$ cat src/verilog/gpio_bus_macros.svh
`ifndef GPIO_BUS_MACROS_SVH
`define GPIO_BUS_MACROS_SVH

//////////////////////////////
// bus widths
//////////////////////////////

`define GPIO_ADDR_W 32 // byte address
`define GPIO_WORD_W 32 // data word

// words per direction, gp_op and gp_ip each
`define GPIO_WORDS 8

//////////////////////////////
// address map
//////////////////////////////

// window base, output words start here
`define GPIO_BASE_ADDR 32'h0100_0000

// input words, read only
`define GPIO_GPI_OFFSET 32'h0000_0020

//////////////////////////////
// access timing
//////////////////////////////

`define GPIO_WRITE_WAITS 2 // ready after E+2
`define GPIO_READ_WAITS 3 // ready after E+3

`endif

$ cat src/verilog/gpio_bus_pkg.sv
`default_nettype none

`include "gpio_bus_macros.svh"

package gpio_bus_pkg;

	//////////////////////////////
	// vectors
	//////////////////////////////

	typedef logic [`GPIO_ADDR_W-1:0] addr_t; // byte address
	typedef logic [`GPIO_WORD_W-1:0] word_t; // one data word

	// word number inside one range
	typedef logic [$clog2(`GPIO_WORDS)-1:0] word_idx_t;

	// whole gp_op / gp_ip vector
	typedef logic [`GPIO_WORDS*`GPIO_WORD_W-1:0] gpio_vec_t;

	typedef logic [`GPIO_WORDS-1:0] word_strb_t; // per word update pulse

	//////////////////////////////
	// enums
	//////////////////////////////

	// decoded target of an access
	typedef enum logic [1:0] {
		region_gpo, // output words, read/write
		region_gpi, // input words, read only
		region_illegal // bus error
	} region_e;

	// slave handshake fsm
	typedef enum logic [1:0] {
		st_idle,
		st_wait, // counting wait states
		st_respond // ready pulse out
	} ctrl_state_e;

	//////////////////////////////
	// bus payloads
	//////////////////////////////

	// request side, held stable while valid is high
	typedef struct packed {
		addr_t addr;
		word_t wdata;
		logic rnw; // 1 = read
	} bus_req_t;

	// response side, valid with ready
	typedef struct packed {
		word_t rdata;
		logic error;
	} bus_rsp_t;

endpackage

`default_nettype wire

$ cat src/verilog/bus_slave_ctrl.sv
`timescale 1ns/1ns
`default_nettype none

`include "gpio_bus_macros.svh"

module bus_slave_ctrl (
	input wire logic BUS_agnt_vi,
	input wire logic rst_n,
	input wire logic valid,
	input wire logic rnw,
	input wire gpio_bus_pkg::region_e region,
	input wire gpio_bus_pkg::word_t gpo_word,
	input wire gpio_bus_pkg::word_t gpi_word,
	output logic commit,
	output logic ready,
	output gpio_bus_pkg::bus_rsp_t rsp
);

	gpio_bus_pkg::ctrl_state_e state;
	logic [1:0] wait_cnt; // wait states seen so far
	logic last_wait; // response edge is next
	logic is_error;
	gpio_bus_pkg::word_t rd_sel; // read data to register

	//////////////////////////////
	// wait state count
	//////////////////////////////

	// count target follows the access type
	always_comb begin
		if (rnw) begin
			last_wait = (wait_cnt == 2'(`GPIO_READ_WAITS - 1));
		end else begin
			last_wait = (wait_cnt == 2'(`GPIO_WRITE_WAITS - 1));
		end
	end

	assign is_error = (region == gpio_bus_pkg::region_illegal);

	// read mux, zero on error and on writes
	always_comb begin
		rd_sel = '0;
		if (rnw && !is_error) begin
			if (region == gpio_bus_pkg::region_gpo) begin
				rd_sel = gpo_word; // output read-back
			end else begin
				rd_sel = gpi_word; // synced input
			end
		end
	end

	// bank stores on the same edge ready goes out
	assign commit = (state == gpio_bus_pkg::st_wait) && last_wait && !rnw &&
		(region == gpio_bus_pkg::region_gpo);

	//////////////////////////////
	// handshake fsm
	//////////////////////////////

	always_ff @(posedge BUS_agnt_vi or negedge rst_n) begin
		if (!rst_n) begin
			state <= gpio_bus_pkg::st_idle;
			wait_cnt <= '0;
			ready <= 1'b0;
			rsp <= '0;
		end else begin
			case (state)
				gpio_bus_pkg::st_idle: begin
					if (valid) begin // edge E
						state <= gpio_bus_pkg::st_wait;
						wait_cnt <= '0;
					end
				end
				gpio_bus_pkg::st_wait: begin
					if (last_wait) begin // response edge
						state <= gpio_bus_pkg::st_respond;
						ready <= 1'b1;
						rsp.error <= is_error;
						rsp.rdata <= rd_sel;
					end else begin
						wait_cnt <= wait_cnt + 2'd1;
					end
				end
				gpio_bus_pkg::st_respond: begin
					// requester always takes the response, valid not checked
					state <= gpio_bus_pkg::st_idle;
					ready <= 1'b0; // one cycle pulse
					rsp <= '0;
				end
				default: begin
					state <= gpio_bus_pkg::st_idle;
				end
			endcase
		end
	end

endmodule

`default_nettype wire

$ cat src/verilog/gpi_sampler.sv
`timescale 1ns/1ns
`default_nettype none

`include "gpio_bus_macros.svh"

module gpi_sampler (
	input wire logic BUS_agnt_vi,
	input wire logic rst_n,
	input wire gpio_bus_pkg::gpio_vec_t gp_ip,
	input wire gpio_bus_pkg::word_idx_t word_idx,
	output gpio_bus_pkg::word_t rd_word
);

	gpio_bus_pkg::gpio_vec_t sync_q1; // first stage, may go metastable
	gpio_bus_pkg::gpio_vec_t sync_q2; // safe to use

	//////////////////////////////
	// two flop synchronizer
	//////////////////////////////

	always_ff @(posedge BUS_agnt_vi or negedge rst_n) begin
		if (!rst_n) begin
			sync_q1 <= '0;
			sync_q2 <= '0;
		end else begin
			sync_q1 <= gp_ip; // async pins in
			sync_q2 <= sync_q1;
		end
	end

	// word select, two cycles behind the pins
	assign rd_word = sync_q2[word_idx*`GPIO_WORD_W +: `GPIO_WORD_W];

endmodule

`default_nettype wire

$ cat src/verilog/gpio_addr_decode.sv
`timescale 1ns/1ns
`default_nettype none

`include "gpio_bus_macros.svh"

module gpio_addr_decode (
	input wire gpio_bus_pkg::bus_req_t req,
	output gpio_bus_pkg::region_e region,
	output gpio_bus_pkg::word_idx_t word_idx
);

	// bytes covered by one range
	localparam int RANGE_BYTES = `GPIO_WORDS * (`GPIO_WORD_W / 8);

	gpio_bus_pkg::addr_t offset; // byte offset into the window
	logic aligned;
	logic in_gpo;
	logic in_gpi;

	// below base wraps to a huge offset, lands in illegal
	assign offset = req.addr - `GPIO_BASE_ADDR;

	assign aligned = (offset[1:0] == 2'b00); // word accesses only
	assign in_gpo = (offset < RANGE_BYTES);
	assign in_gpi = (offset >= `GPIO_GPI_OFFSET) &&
		(offset < `GPIO_GPI_OFFSET + RANGE_BYTES);

	// both ranges 32 byte aligned, same bits give the word
	assign word_idx = offset[2 +: $bits(gpio_bus_pkg::word_idx_t)];

	//////////////////////////////
	// region select
	//////////////////////////////

	always_comb begin
		region = gpio_bus_pkg::region_illegal; // default is error
		if (aligned) begin
			if (in_gpo) begin
				region = gpio_bus_pkg::region_gpo;
			end else if (in_gpi && req.rnw) begin
				// input words never take a write
				region = gpio_bus_pkg::region_gpi;
			end
		end
	end

endmodule

`default_nettype wire

$ cat src/verilog/gpio_bus_slave.sv
`timescale 1ns/1ns
`default_nettype none

module gpio_bus_slave (
	input wire logic BUS_agnt_vi,
	input wire logic rst_n,
	input wire logic valid,
	input wire gpio_bus_pkg::bus_req_t req,
	output logic ready,
	output gpio_bus_pkg::bus_rsp_t rsp,
	input wire gpio_bus_pkg::gpio_vec_t gp_ip,
	output gpio_bus_pkg::gpio_vec_t gp_op,
	output gpio_bus_pkg::word_strb_t gp_op_valid
);

	gpio_bus_pkg::region_e region; // decoded target
	gpio_bus_pkg::word_idx_t word_idx;
	logic commit; // legal write lands
	gpio_bus_pkg::word_t gpo_word; // output read-back
	gpio_bus_pkg::word_t gpi_word; // synced input word

	//////////////////////////////
	// address decode
	//////////////////////////////

	gpio_addr_decode gpio_addr_decode_inst (
		.req (req),
		.region (region),
		.word_idx (word_idx)
	);

	//////////////////////////////
	// bus handshake
	//////////////////////////////

	bus_slave_ctrl bus_slave_ctrl_inst (
		.BUS_agnt_vi (BUS_agnt_vi),
		.rst_n (rst_n),
		.valid (valid),
		.rnw (req.rnw),
		.region (region),
		.gpo_word (gpo_word),
		.gpi_word (gpi_word),
		.commit (commit),
		.ready (ready),
		.rsp (rsp)
	);

	//////////////////////////////
	// gpio side
	//////////////////////////////

	gpo_register_bank gpo_register_bank_inst (
		.BUS_agnt_vi (BUS_agnt_vi),
		.rst_n (rst_n),
		.commit (commit),
		.word_idx (word_idx),
		.wdata (req.wdata), // held stable until ready
		.gp_op (gp_op),
		.gp_op_valid (gp_op_valid),
		.rd_word (gpo_word)
	);

	gpi_sampler gpi_sampler_inst (
		.BUS_agnt_vi (BUS_agnt_vi),
		.rst_n (rst_n),
		.gp_ip (gp_ip),
		.word_idx (word_idx),
		.rd_word (gpi_word)
	);

endmodule

`default_nettype wire

$ cat src/verilog/gpo_register_bank.sv
`timescale 1ns/1ns
`default_nettype none

`include "gpio_bus_macros.svh"

module gpo_register_bank (
	input wire logic BUS_agnt_vi,
	input wire logic rst_n,
	input wire logic commit,
	input wire gpio_bus_pkg::word_idx_t word_idx,
	input wire gpio_bus_pkg::word_t wdata,
	output gpio_bus_pkg::gpio_vec_t gp_op,
	output gpio_bus_pkg::word_strb_t gp_op_valid,
	output gpio_bus_pkg::word_t rd_word
);

	gpio_bus_pkg::word_strb_t strb_dec; // one hot of word_idx

	assign strb_dec = gpio_bus_pkg::word_strb_t'(1) << word_idx;

	//////////////////////////////
	// output words
	//////////////////////////////

	// gp_op is visible at the pins, so it starts from zero
	always_ff @(posedge BUS_agnt_vi or negedge rst_n) begin
		if (!rst_n) begin
			gp_op <= '0;
		end else if (commit) begin
			gp_op[word_idx*`GPIO_WORD_W +: `GPIO_WORD_W] <= wdata; // only the addressed word
		end
	end

	// update pulse, high for the cycle after commit
	always_ff @(posedge BUS_agnt_vi or negedge rst_n) begin
		if (!rst_n) begin
			gp_op_valid <= '0;
		end else if (commit) begin
			gp_op_valid <= strb_dec;
		end else begin
			gp_op_valid <= '0; // back to zero
		end
	end

	//////////////////////////////
	// read-back
	//////////////////////////////

	assign rd_word = gp_op[word_idx*`GPIO_WORD_W +: `GPIO_WORD_W]; // current value

endmodule

`default_nettype wire
$ cat config.mk
export PLATFORM = sky130hd
export DESIGN_NAME = gpio_bus_slave
export DESIGN_NICKNAME = d
export VERILOG_FILES = /design/src/verilog/gpio_bus_pkg.sv /design/src/verilog/bus_slave_ctrl.sv /design/src/verilog/gpi_sampler.sv /design/src/verilog/gpio_addr_decode.sv /design/src/verilog/gpio_bus_slave.sv /design/src/verilog/gpo_register_bank.sv
export VERILOG_INCLUDE_DIRS = /design/src /design/src/verilog
export SDC_FILE = /design/constraint.sdc
export NUM_CORES = 1
export LEC_CHECK = 0
export CORE_MARGIN = 1
export CORE_UTILIZATION = 45
export CTS_CLUSTER_DIAMETER = 80
export DETAILED_ROUTE_END_ITERATION = 10
export DONT_BUFFER_PORTS = 1
export GPL_TIMING_DRIVEN = 0
export HOLD_SLACK_MARGIN = 0.02
export PLACE_DENSITY_LB_ADDON = 0.08
export SYNTH_ARGS = -nofsm -noshare
export SYNTH_HDL_FRONTEND = slang
export SYNTH_HIERARCHICAL = 1
export SYNTH_SLANG_ARGS = --single-unit
$ cat constraint.sdc
create_clock -name BUS_agnt_vi -period 3.5 [get_ports BUS_agnt_vi]
set_input_delay 0 -clock BUS_agnt_vi [delete_from_list [all_inputs] [get_ports BUS_agnt_vi]]
set_output_delay 0 -clock BUS_agnt_vi [all_outputs]
set_load 0.005 [all_outputs]
==> metrics.md, run 1 <==
| Metric | Value |
|---|---|
| First-pass GRT wire length | `143 mm` |
| Die area | `67,300 sq um` |
| Total GRT Usage | `30.0%` |
| Stages on worst setup path | `11` |
| Fill cells | `4,705` |
| Rel. slew slack | `around an eighth` |
| Leak pwr | `0.0183 uW` |
| TritonCTS clock tree | `done` |
| Fin Hold WS | `12.7 ps` |
| Yosys Warn Count | `6` |
| Routability cong. | `between 0.8 and 0.9` |
| Post-place setup slack | `-1070 ps` |
| WP buf/inv | `4` |
| Antenna violations before repair | `4` |
| Estimated wirelength of the detail-placed design | `63.3 mm` |
| Status | `completed` |
| CP cell instances | `dlygate4sd3_1, nor2b_1, or4_1, nor2_1, buf_2, nor4b_4, buf_4, nand3b_1, nor2_1, buf_2, mux2_2` |
| Total Negative Setup Slacks | `0 ps` |
| Crit path to | `gpo_register_bank_inst/gp_op[186]` |
| Number of remaining DRC errors | `0` |
| Yosys reg bits | `814` |
| H-tree depth | `3` |
| Final Non-Filler Cells | `3,366` |
| TritonRoute pass-1 iters | `5` |
| CP Data Arrival Time | `slightly below 4000 ps` |
| Fmax achieved | `295 MHz` |
| Post-synth EDFFs | `0` |
| WL/cell | `29.7 microns` |
| Cells after Synth | `1,792` |
| IR drop worst, VDD | `~0.00047 V` |
| Crit. Startpoint | `req[0]` |
| FF-to-FF path depth | `7` |
| CTS Root Cell | `clkbuf_16` |
| Nets | `2,773` |
| Via count | `18,200` |
| Most frequent cells in the layout | `814 x dfrtp_1, 555 x dlygate4sd3_1, 198 x nand2_1` |
| CP delay by family, top | `simple AND/OR/NAND/NOR gates` |
| Post-synth net total | `2,123` |
| Avg Vias per Cell | `5.42` |
| Crit share post-route | `97.0%` |
| FF-to-FF setup slack | `500 ps` |
| CORE AREA | `~65,000 sq um` |
| Sequential area share after synthesis | `68.4%` |
| Worst-margin pin slew | `1300 ps` |
| Clock sink count | `between 800 and 900` |
| Die span in y | `259 microns` |
| Ys async rst share | `100%` |
| End-of-flow core utilization | `61.0%` |
| Die X | `259 microns` |
| Setup violators final | `0` |
| Starting density of the core | `45.9%` |
| Ys flop type | `dfrtp_1` |
| Maxcap violations | `0` |
| RSZ-0062 raised after global routing | `false` |
| Slew Viols, Final | `0` |
| Dpl cells | `about 2,600` |
| Pwr Density | `534 nW/um^2` |
| Final worst setup slack | `105 ps` |
| P&R area growth vs syn | `32.8%` |
| Clock-pin slew on the worst setup and hold paths | `~60 ps` |
| Clk buf depth | `3` |
| Worst Path Max Fanout | `10` |
| Pin count of the biggest net entering global routing | `between 800 and 900` |
| Crit path capture type | `flop` |
| Share of layout cells above drive strength 1 | `around a fifth` |
| CP peak stage delay | `around 660 ps` |
| Commonest non-fill, non-tap cell in the layout | `dfrtp_1` |
| WL final | `99.8 mm` |
| WS Path Type | `primary input to flop` |
| Number of global-route vias before repair | `20,200` |
| Num CTS Buffers | `84` |
| I/O Buffers | `0` |
| Crit path required time | `4010 ps` |
| Critical Path Source Type | `primary input` |
| Drt first-iter violations | `about 1,300` |
| RR Startpoint | `bus_slave_ctrl_inst/wait_cnt[1]` |
| Worst R2R End | `gpo_register_bank_inst/gp_op[186]` |
| Worst-Skew Late Latency | `about 650 ps` |
| # rows | `slightly above 90` |
| Fin. Hold Viols | `0` |
| Post-Syn Area | `~30,000 sq um` |
| Hold crit path type | `primary input to asynchronous set/reset pin` |
| Distinct cell type count after synthesis | `43` |
| Crit path max-delay cell type | `dlygate4sd3_1` |
| # IOs | `approximately 620` |
| Total gr overflow | `0` |
| Minimum clock period | `~3400 ps` |
| Routed Antenna Nets | `0` |
| Post-Syn Area per Cell | `16.6 sq um` |
| Final Skew | `just over 40 ps` |
## stage by stage
| step | total power [uW] | cell area [sq um] |
|---|---|---|
| after floorplan | 10600 | 29800 |
| after global placement | 10900 | 30900 |
| after detailed placement | 11000 | 30900 |
| after CTS | 21000 | 39400 |
| after global routing | 21800 | 39600 |
| final | 21100 | 39600 |
## synthesized netlist by cell type, drive strengths merged, types with 2 or more instances
library cell  number  share of area [%]
dfrtp            814                 68
mux2             225                9.3
nand2            198                2.5
mux4             128                 10
mux2i             94                3.2
buf               71                1.6
inv               66               0.83
and2              41               0.86
nor2b             37               0.78
o22ai             29               0.61
clkbuf            28               0.35
ha                 7               0.29
nand2b             7               0.17
nor4               7               0.17
nor2               6              0.076
o21ai              4              0.067
or4                4               0.11
and3               3              0.063
nand4              3              0.063
nor3b              3              0.076
a21oi              2              0.071
nand3b             2              0.050
nor4b              2              0.059
o2111ai            2              0.059
## logic make-up after synthesis
kind of cell	synth area share (%)
fa+ha+maj	0.327
flops	68.4
mux	22.6
compound gates	0.882
simple gates	5.10
buf+inv	2.74
## tightest hold or removal path, cell delays in order
cell	delay (ps)
dlygate4sd3_1	630
buf_16	160
buf_12	220
## worst min-delay path by stage
stage	to	start	depth (start not counted)	slack, ps
floorplan	bus_slave_ctrl_inst/ready	rst_n	0	-300
global placement	gpo_register_bank_inst/gp_op[24]	rst_n	0	-270
detailed placement	gpo_register_bank_inst/gp_op[184]	rst_n	0	-270
CTS	gpo_register_bank_inst/gp_op[184]	rst_n	0	-940
global route	gpo_register_bank_inst/gp_op[151]	rst_n	3	30
finish	gpo_register_bank_inst/gp_op[183]	rst_n	3	10
## where the power goes
group | internal [uW] | leakage (uW) | total, uW | switching (uW)
clock | 5640 | 0.00144 | 9560 | 3920
combinational | 823 | 0.00702 | 1700 | 872
sequential | 9740 | 0.00985 | 9890 | 150
total | 16200 | 0.0183 | 21100 | 4940
## final cells by class
type | count | area (sq um) | area share [%]
Sequential cell | 814 | 20400 | 51.5
Multi-Input combinational cell | 813 | 8630 | 21.8
Timing Repair Buffer | 564 | 5740 | 14.5
Clock buffer | 119 | 2350 | 5.95
Tap cell | 855 | 1070 | 2.70
Clock inverter | 33 | 606 | 1.53
Buffer | 99 | 571 | 1.44
Inverter | 66 | 248 | 0.626
Antenna cell | 3 | 7.51 | 0.0190
## registers in the layout (all words and copies together), names as in the netlist
signal and flops:
gpi_sampler_inst/sync_q2 256, bus_slave_ctrl_inst/state 2, bus_slave_ctrl_inst/rsp 33, bus_slave_ctrl_inst/wait_cnt 2, bus_slave_ctrl_inst/ready 1, gpi_sampler_inst/sync_q1 256, gpo_register_bank_inst/gp_op_valid 8, gpo_register_bank_inst/gp_op 256
## timing repair
item,in CTS,in global routing
gates resized for setup,2,0
endpoints found under the setup margin,185,0
buffers inserted,3,0
hold endpoints to repair,1343,410
hold buffers,554,3
## routing by layer
metal | wire length [microns] | track usage, % | vias to the layer above
met5 | 0 | 0 | -
met4 | 3100 | 9.54 | 0
met3 | 7270 | 7.87 | 164
met2 | 52200 | 52.6 | 707
met1 | 37300 | 35.9 | 9820
li1 | - | - | 7537
No activity file was read; power rests on OpenSTA's default activity.
==> run 2, diff against run 1 <==
Settings changed: ABC_AREA from default to 1.
==> run 2 against run 1 <==
The run now ends with negative hold slack, max-slew violations left. Power increased by 4.0%. Utilization down 1.3 points. First-iteration DRC count rose by 110%. Clock power up 3.5%. Register-to-register slack lost 50 ps. Sequential power about the same. Flip-flop and latch count is the same. Critical endpoint is now gpo_register_bank_inst/gp_op[18].
==> metrics.md, run 2 <==
| Metric | Value |
|---|---|
| Yosys top cell area share | `63.4% (-4.9 points)` |
| Worst R2R End | `gpo_register_bank_inst/gp_op[208]` |
| FF-to-FF path depth | `12 (+5)` |
| I/O Buffers | `0 (unchanged)` |
| Estimated wirelength of the detail-placed design | `98.0 mm (+55%)` |
| CP Data Arrival Time | `3910 ps (about the same)` |
| Routed Antenna Nets | `0 (unchanged)` |
| Multi-input gate area in the final layout | `9400 sq um (+8.9%)` |
| Fill cells | `5,912 (+26%)` |
| Drt first-iter violations | `2,818 (+110%)` |
| Fin Hold WS | `-952 ps (-964 ps)` |
| Clock power frac | `45.0% (-0.2 points)` |
| Die area | `72,400 sq um (+7.7%)` |
| Number of remaining DRC errors | `0 (unchanged)` |
| Maxcap violations | `0 (unchanged)` |
| Clock-pin slew on the worst setup and hold paths | `60 ps (about the same)` |
| First-pass GRT wire length | `196 mm (+37%)` |
| Post-synth net total | `3,888 (+83%)` |
| Critical Path Source Type | `primary input` |
| Die X | `269 microns (+3.8%)` |
| Share of layout cells above drive strength 1 | `7.52% (-13 points)` |
| Pin count of the biggest net entering global routing | `815 (unchanged)` |
| Minimum clock period | `3390 ps (-9.31 ps)` |
| Most frequent cells in the layout | `1,237 x nand2_1, 814 x dfrtp_1, 553 x dlygate4sd3_1` |
| # rows | `97 (+4.3%)` |
| Setup violators final | `0 (unchanged)` |
| Sw frac | `25.9% (+2.5 points)` |
| Power share of the combinational group | `10.1% (+2.1 points)` |
| Avg Vias per Cell | `5.31 (-2.0%)` |
| Worst-Skew Late Latency | `660 ps (about the same)` |
| Clk buf depth | `3 (unchanged)` |
| Top cells by area, synth | `dfrtp_1 63%, nand2_1 14%, nor2_1 4.2%, inv_1 3.8%, nand3_1 3.5%` |
| Leak pwr | `0.0211 uW (+15%)` |
| Cts hold-fix bufs | `553 (-0.18%)` |
| RSZ-0062 raised after global routing | `false` |
| IR drop worst, VDD | `0.000536 V (+14%)` |
| RR Startpoint | `bus_slave_ctrl_inst/wait_cnt[0]` |
| Total GRT Usage | `37.5% (+7.5 points)` |
| TritonRoute pass-1 iters | `6 (+1)` |
| # IOs | `622 (unchanged)` |
| Final Skew | `23.8 ps (-16.5 ps)` |
| Crit path required time | `4020 ps (about the same)` |
| P&R area growth vs syn | `30.6%` |
| Sequential area share after synthesis | `63.4% (-4.9 points)` |
| Starting density of the core | `45.7% (-0.19 points)` |
| Register share of total power | `44.9% (-1.9 points)` |
| Crit path max-delay cell type | `dlygate4sd3_1` |
| WS Path Type | `primary input to flop` |
| Worst-margin pin slew | `2790 ps (+1490 ps)` |
| Slew Viols, Final | `378 (+378)` |
| Pwr Density | `524 nW/um^2 (-1.9%)` |
| Most numerous cell in the Yosys netlist | `nand2_1` |
| CP peak stage delay | `540 ps (-120 ps)` |
| CTS Root Cell | `clkbuf_16` |
| Num CTS Buffers | `86 (+2.4%)` |
| Yosys Warn Count | `6 (unchanged)` |
| Reg area | `20,400 sq um (unchanged)` |
| Failing checks | `negative hold slack, max-slew violations` |
| Worst Path Max Fanout | `11 (+1)` |
| Via count | `27,700 (+52%)` |
| Distinct cell type count after synthesis | `29 (-33%)` |
| Crit path capture type | `flop` |
| Post-Syn Area per Cell | `9.03 sq um (-46%)` |
| Hold crit path type | `primary input to asynchronous set/reset pin` |
| Commonest non-fill, non-tap cell in the layout | `nand2_1` |
| Pint | `16,300 uW (+0.56%)` |
| Routability cong. | `0.994 (+17%)` |
| Status | `complete, but fails checks` |
| Crit share post-route | `96.7% (-0.27 points)` |
| Crit. Startpoint | `req[35]` |
| Number of global-route vias before repair | `28,300 (+40%)` |
| Die span in y | `269 microns (+3.8%)` |
| Antenna violations before repair | `18 (+14)` |
| End-of-flow core utilization | `59.7% (-1.3 points)` |
| FF-to-FF setup slack | `450 ps (-50 ps)` |
| Yosys reg bits | `814 (unchanged)` |
| Setup bufs post-CTS | `0 (-3)` |
| CORE AREA | `70,300 sq um (+8.2%)` |
| Fmax achieved | `295 MHz (+0.28%)` |
| WL final | `135 mm (+35%)` |
| Power Total | `22,000 uW (+4.0%)` |
| CP cell instances | `dlygate4sd3_1, buf_4, inv_2, buf_6, buf_4, clkbuf_4, ha_1, ha_1, buf_2, nor2_2, nand4_2, clkbuf_1, nand2_1, o21ai_1` |
| Fin. Hold Viols | `814 (+814)` |
| Clock sink count | `814 (unchanged)` |
| H-tree depth | `3 (unchanged)` |
| TritonCTS clock tree | `done` |
| Rel. slew slack | `-85.9% (-99 points)` |
| Cells after Synth | `3,557 (+98%)` |
| WL/cell | `25.9 microns (-13%)` |
| Post-Syn Area | `32,100 sq um (+7.8%)` |
| Total gr overflow | `0 (unchanged)` |
| Ys flop type | `dfrtp_1` |
| Leading area contributor after synthesis | `dfrtp_1` |
| Post-synth EDFFs | `0 (unchanged)` |
| Biggest regs | `gpi_sampler_inst/sync_q1 (256), gpi_sampler_inst/sync_q2 (256), gpo_register_bank_inst/gp_op (256)` |
| List of most frequent post-synthesis cells | `1,237 x nand2_1, 814 x dfrtp_1, 363 x nor2_1` |
| P_sw | `5690 uW (+15%)` |
| Nets | `4,529 (+63%)` |
| Ys async rst share | `100% (unchanged)` |
[run 2: cell types whose count changed after synthesis, moves of 37 or more]
cell and change:
nand2_1 +1039, mux4_1 -40, mux2_2 -153, and2_1 -41
o21ai_0 +124, o21ai_1 +160, nor2_1 +357, nor2b_1 -37
inv_1 +263, clkbuf_1 +38, mux4_2 -88, mux2_4 -60
nand3_1 +221, mux2i_1 -94
[run 2: layout make-up]
type | instances | area share, %
clock inverter | 49 | 1.69
tap | 940 | 2.80
antenna | 12 | 0.0716
clock buffer | 111 | 5.69
timing repair buffer | 553 | 13.2
multi-input combinational | 2201 | 22.4
sequential | 814 | 48.6
buffer | 202 | 2.56
inverter | 340 | 3.04
[run 2: worst max path at each step]
stage	endpoint	slack, ps	depth (start not counted)
floorplan	gpo_register_bank_inst/gp_op[10]	1290	12
CTS	gpo_register_bank_inst/gp_op[18]	170	14
finish	gpo_register_bank_inst/gp_op[18]	110	14
global placement	gpo_register_bank_inst/gp_op[22]	-130	12
global route	gpo_register_bank_inst/gp_op[14]	40	14
detailed placement	gpo_register_bank_inst/gp_op[18]	-180	12
[run 2: per-stage QoR]
step	setup TNS [ps]	area (sq um)	setup WS (ps)	instances
global placement	-4820	33300	-133	4497
finish	0	42000	114	5222
global route	0	41900	43.7	5218
CTS	0	41900	168	5210
floorplan	0	32100	1290	3557
detailed placement	-7670	33300	-185	4497
[run 2: metal layers]
metal / track usage, % / vias to the layer above / share of wire [%]
met2: 60.6 / 1385 / 47
met3: 10.6 / 288 / 9.8
li1: - / 12300 / -
met1: 46.7 / 13800 / 38
met5: 0 / - / 0.058
met4: 17.3 / 12 / 4.9
[run 2: repair_timing]
action,in CTS,in global routing
resized for setup,0,1
hold endpoints to repair,1372,814
endpoints found under the setup margin,0,20
[run 2: worst max-delay path: cells and delay by family]
family	cells	cell delay, ps
buffers and inverters	8	2310
AOI/OAI and AO/OA	1	70
adders and majority gates	2	540
and+or+nand+nor	3	970
[run 2: kinds of logic (layout without fill, tap and decap cells)]
group                    after synthesis  in the layout  synth area share (%)
AND/OR/NAND/NOR                     1904           1904                  24.5
AO/OA/AOI/OAI                        290            290                  4.53
adder cells (fa/ha/maj)                7              7                 0.273
other                                  0             12                     0
buffers and inverters                542           1255                  7.31
flip-flops                           814            814                  63.4
[run 2: power by group through the flow]
stage | clock [uW] | sequential [uW] | combinational, uW
floorplan | 0 | 9990 | 1030
global placement | 0 | 10000 | 1580
detailed placement | 0 | 10000 | 1590
CTS | 9930 | 9860 | 2140
global route | 10400 | 9900 | 2360
finish | 9890 | 9880 | 2220
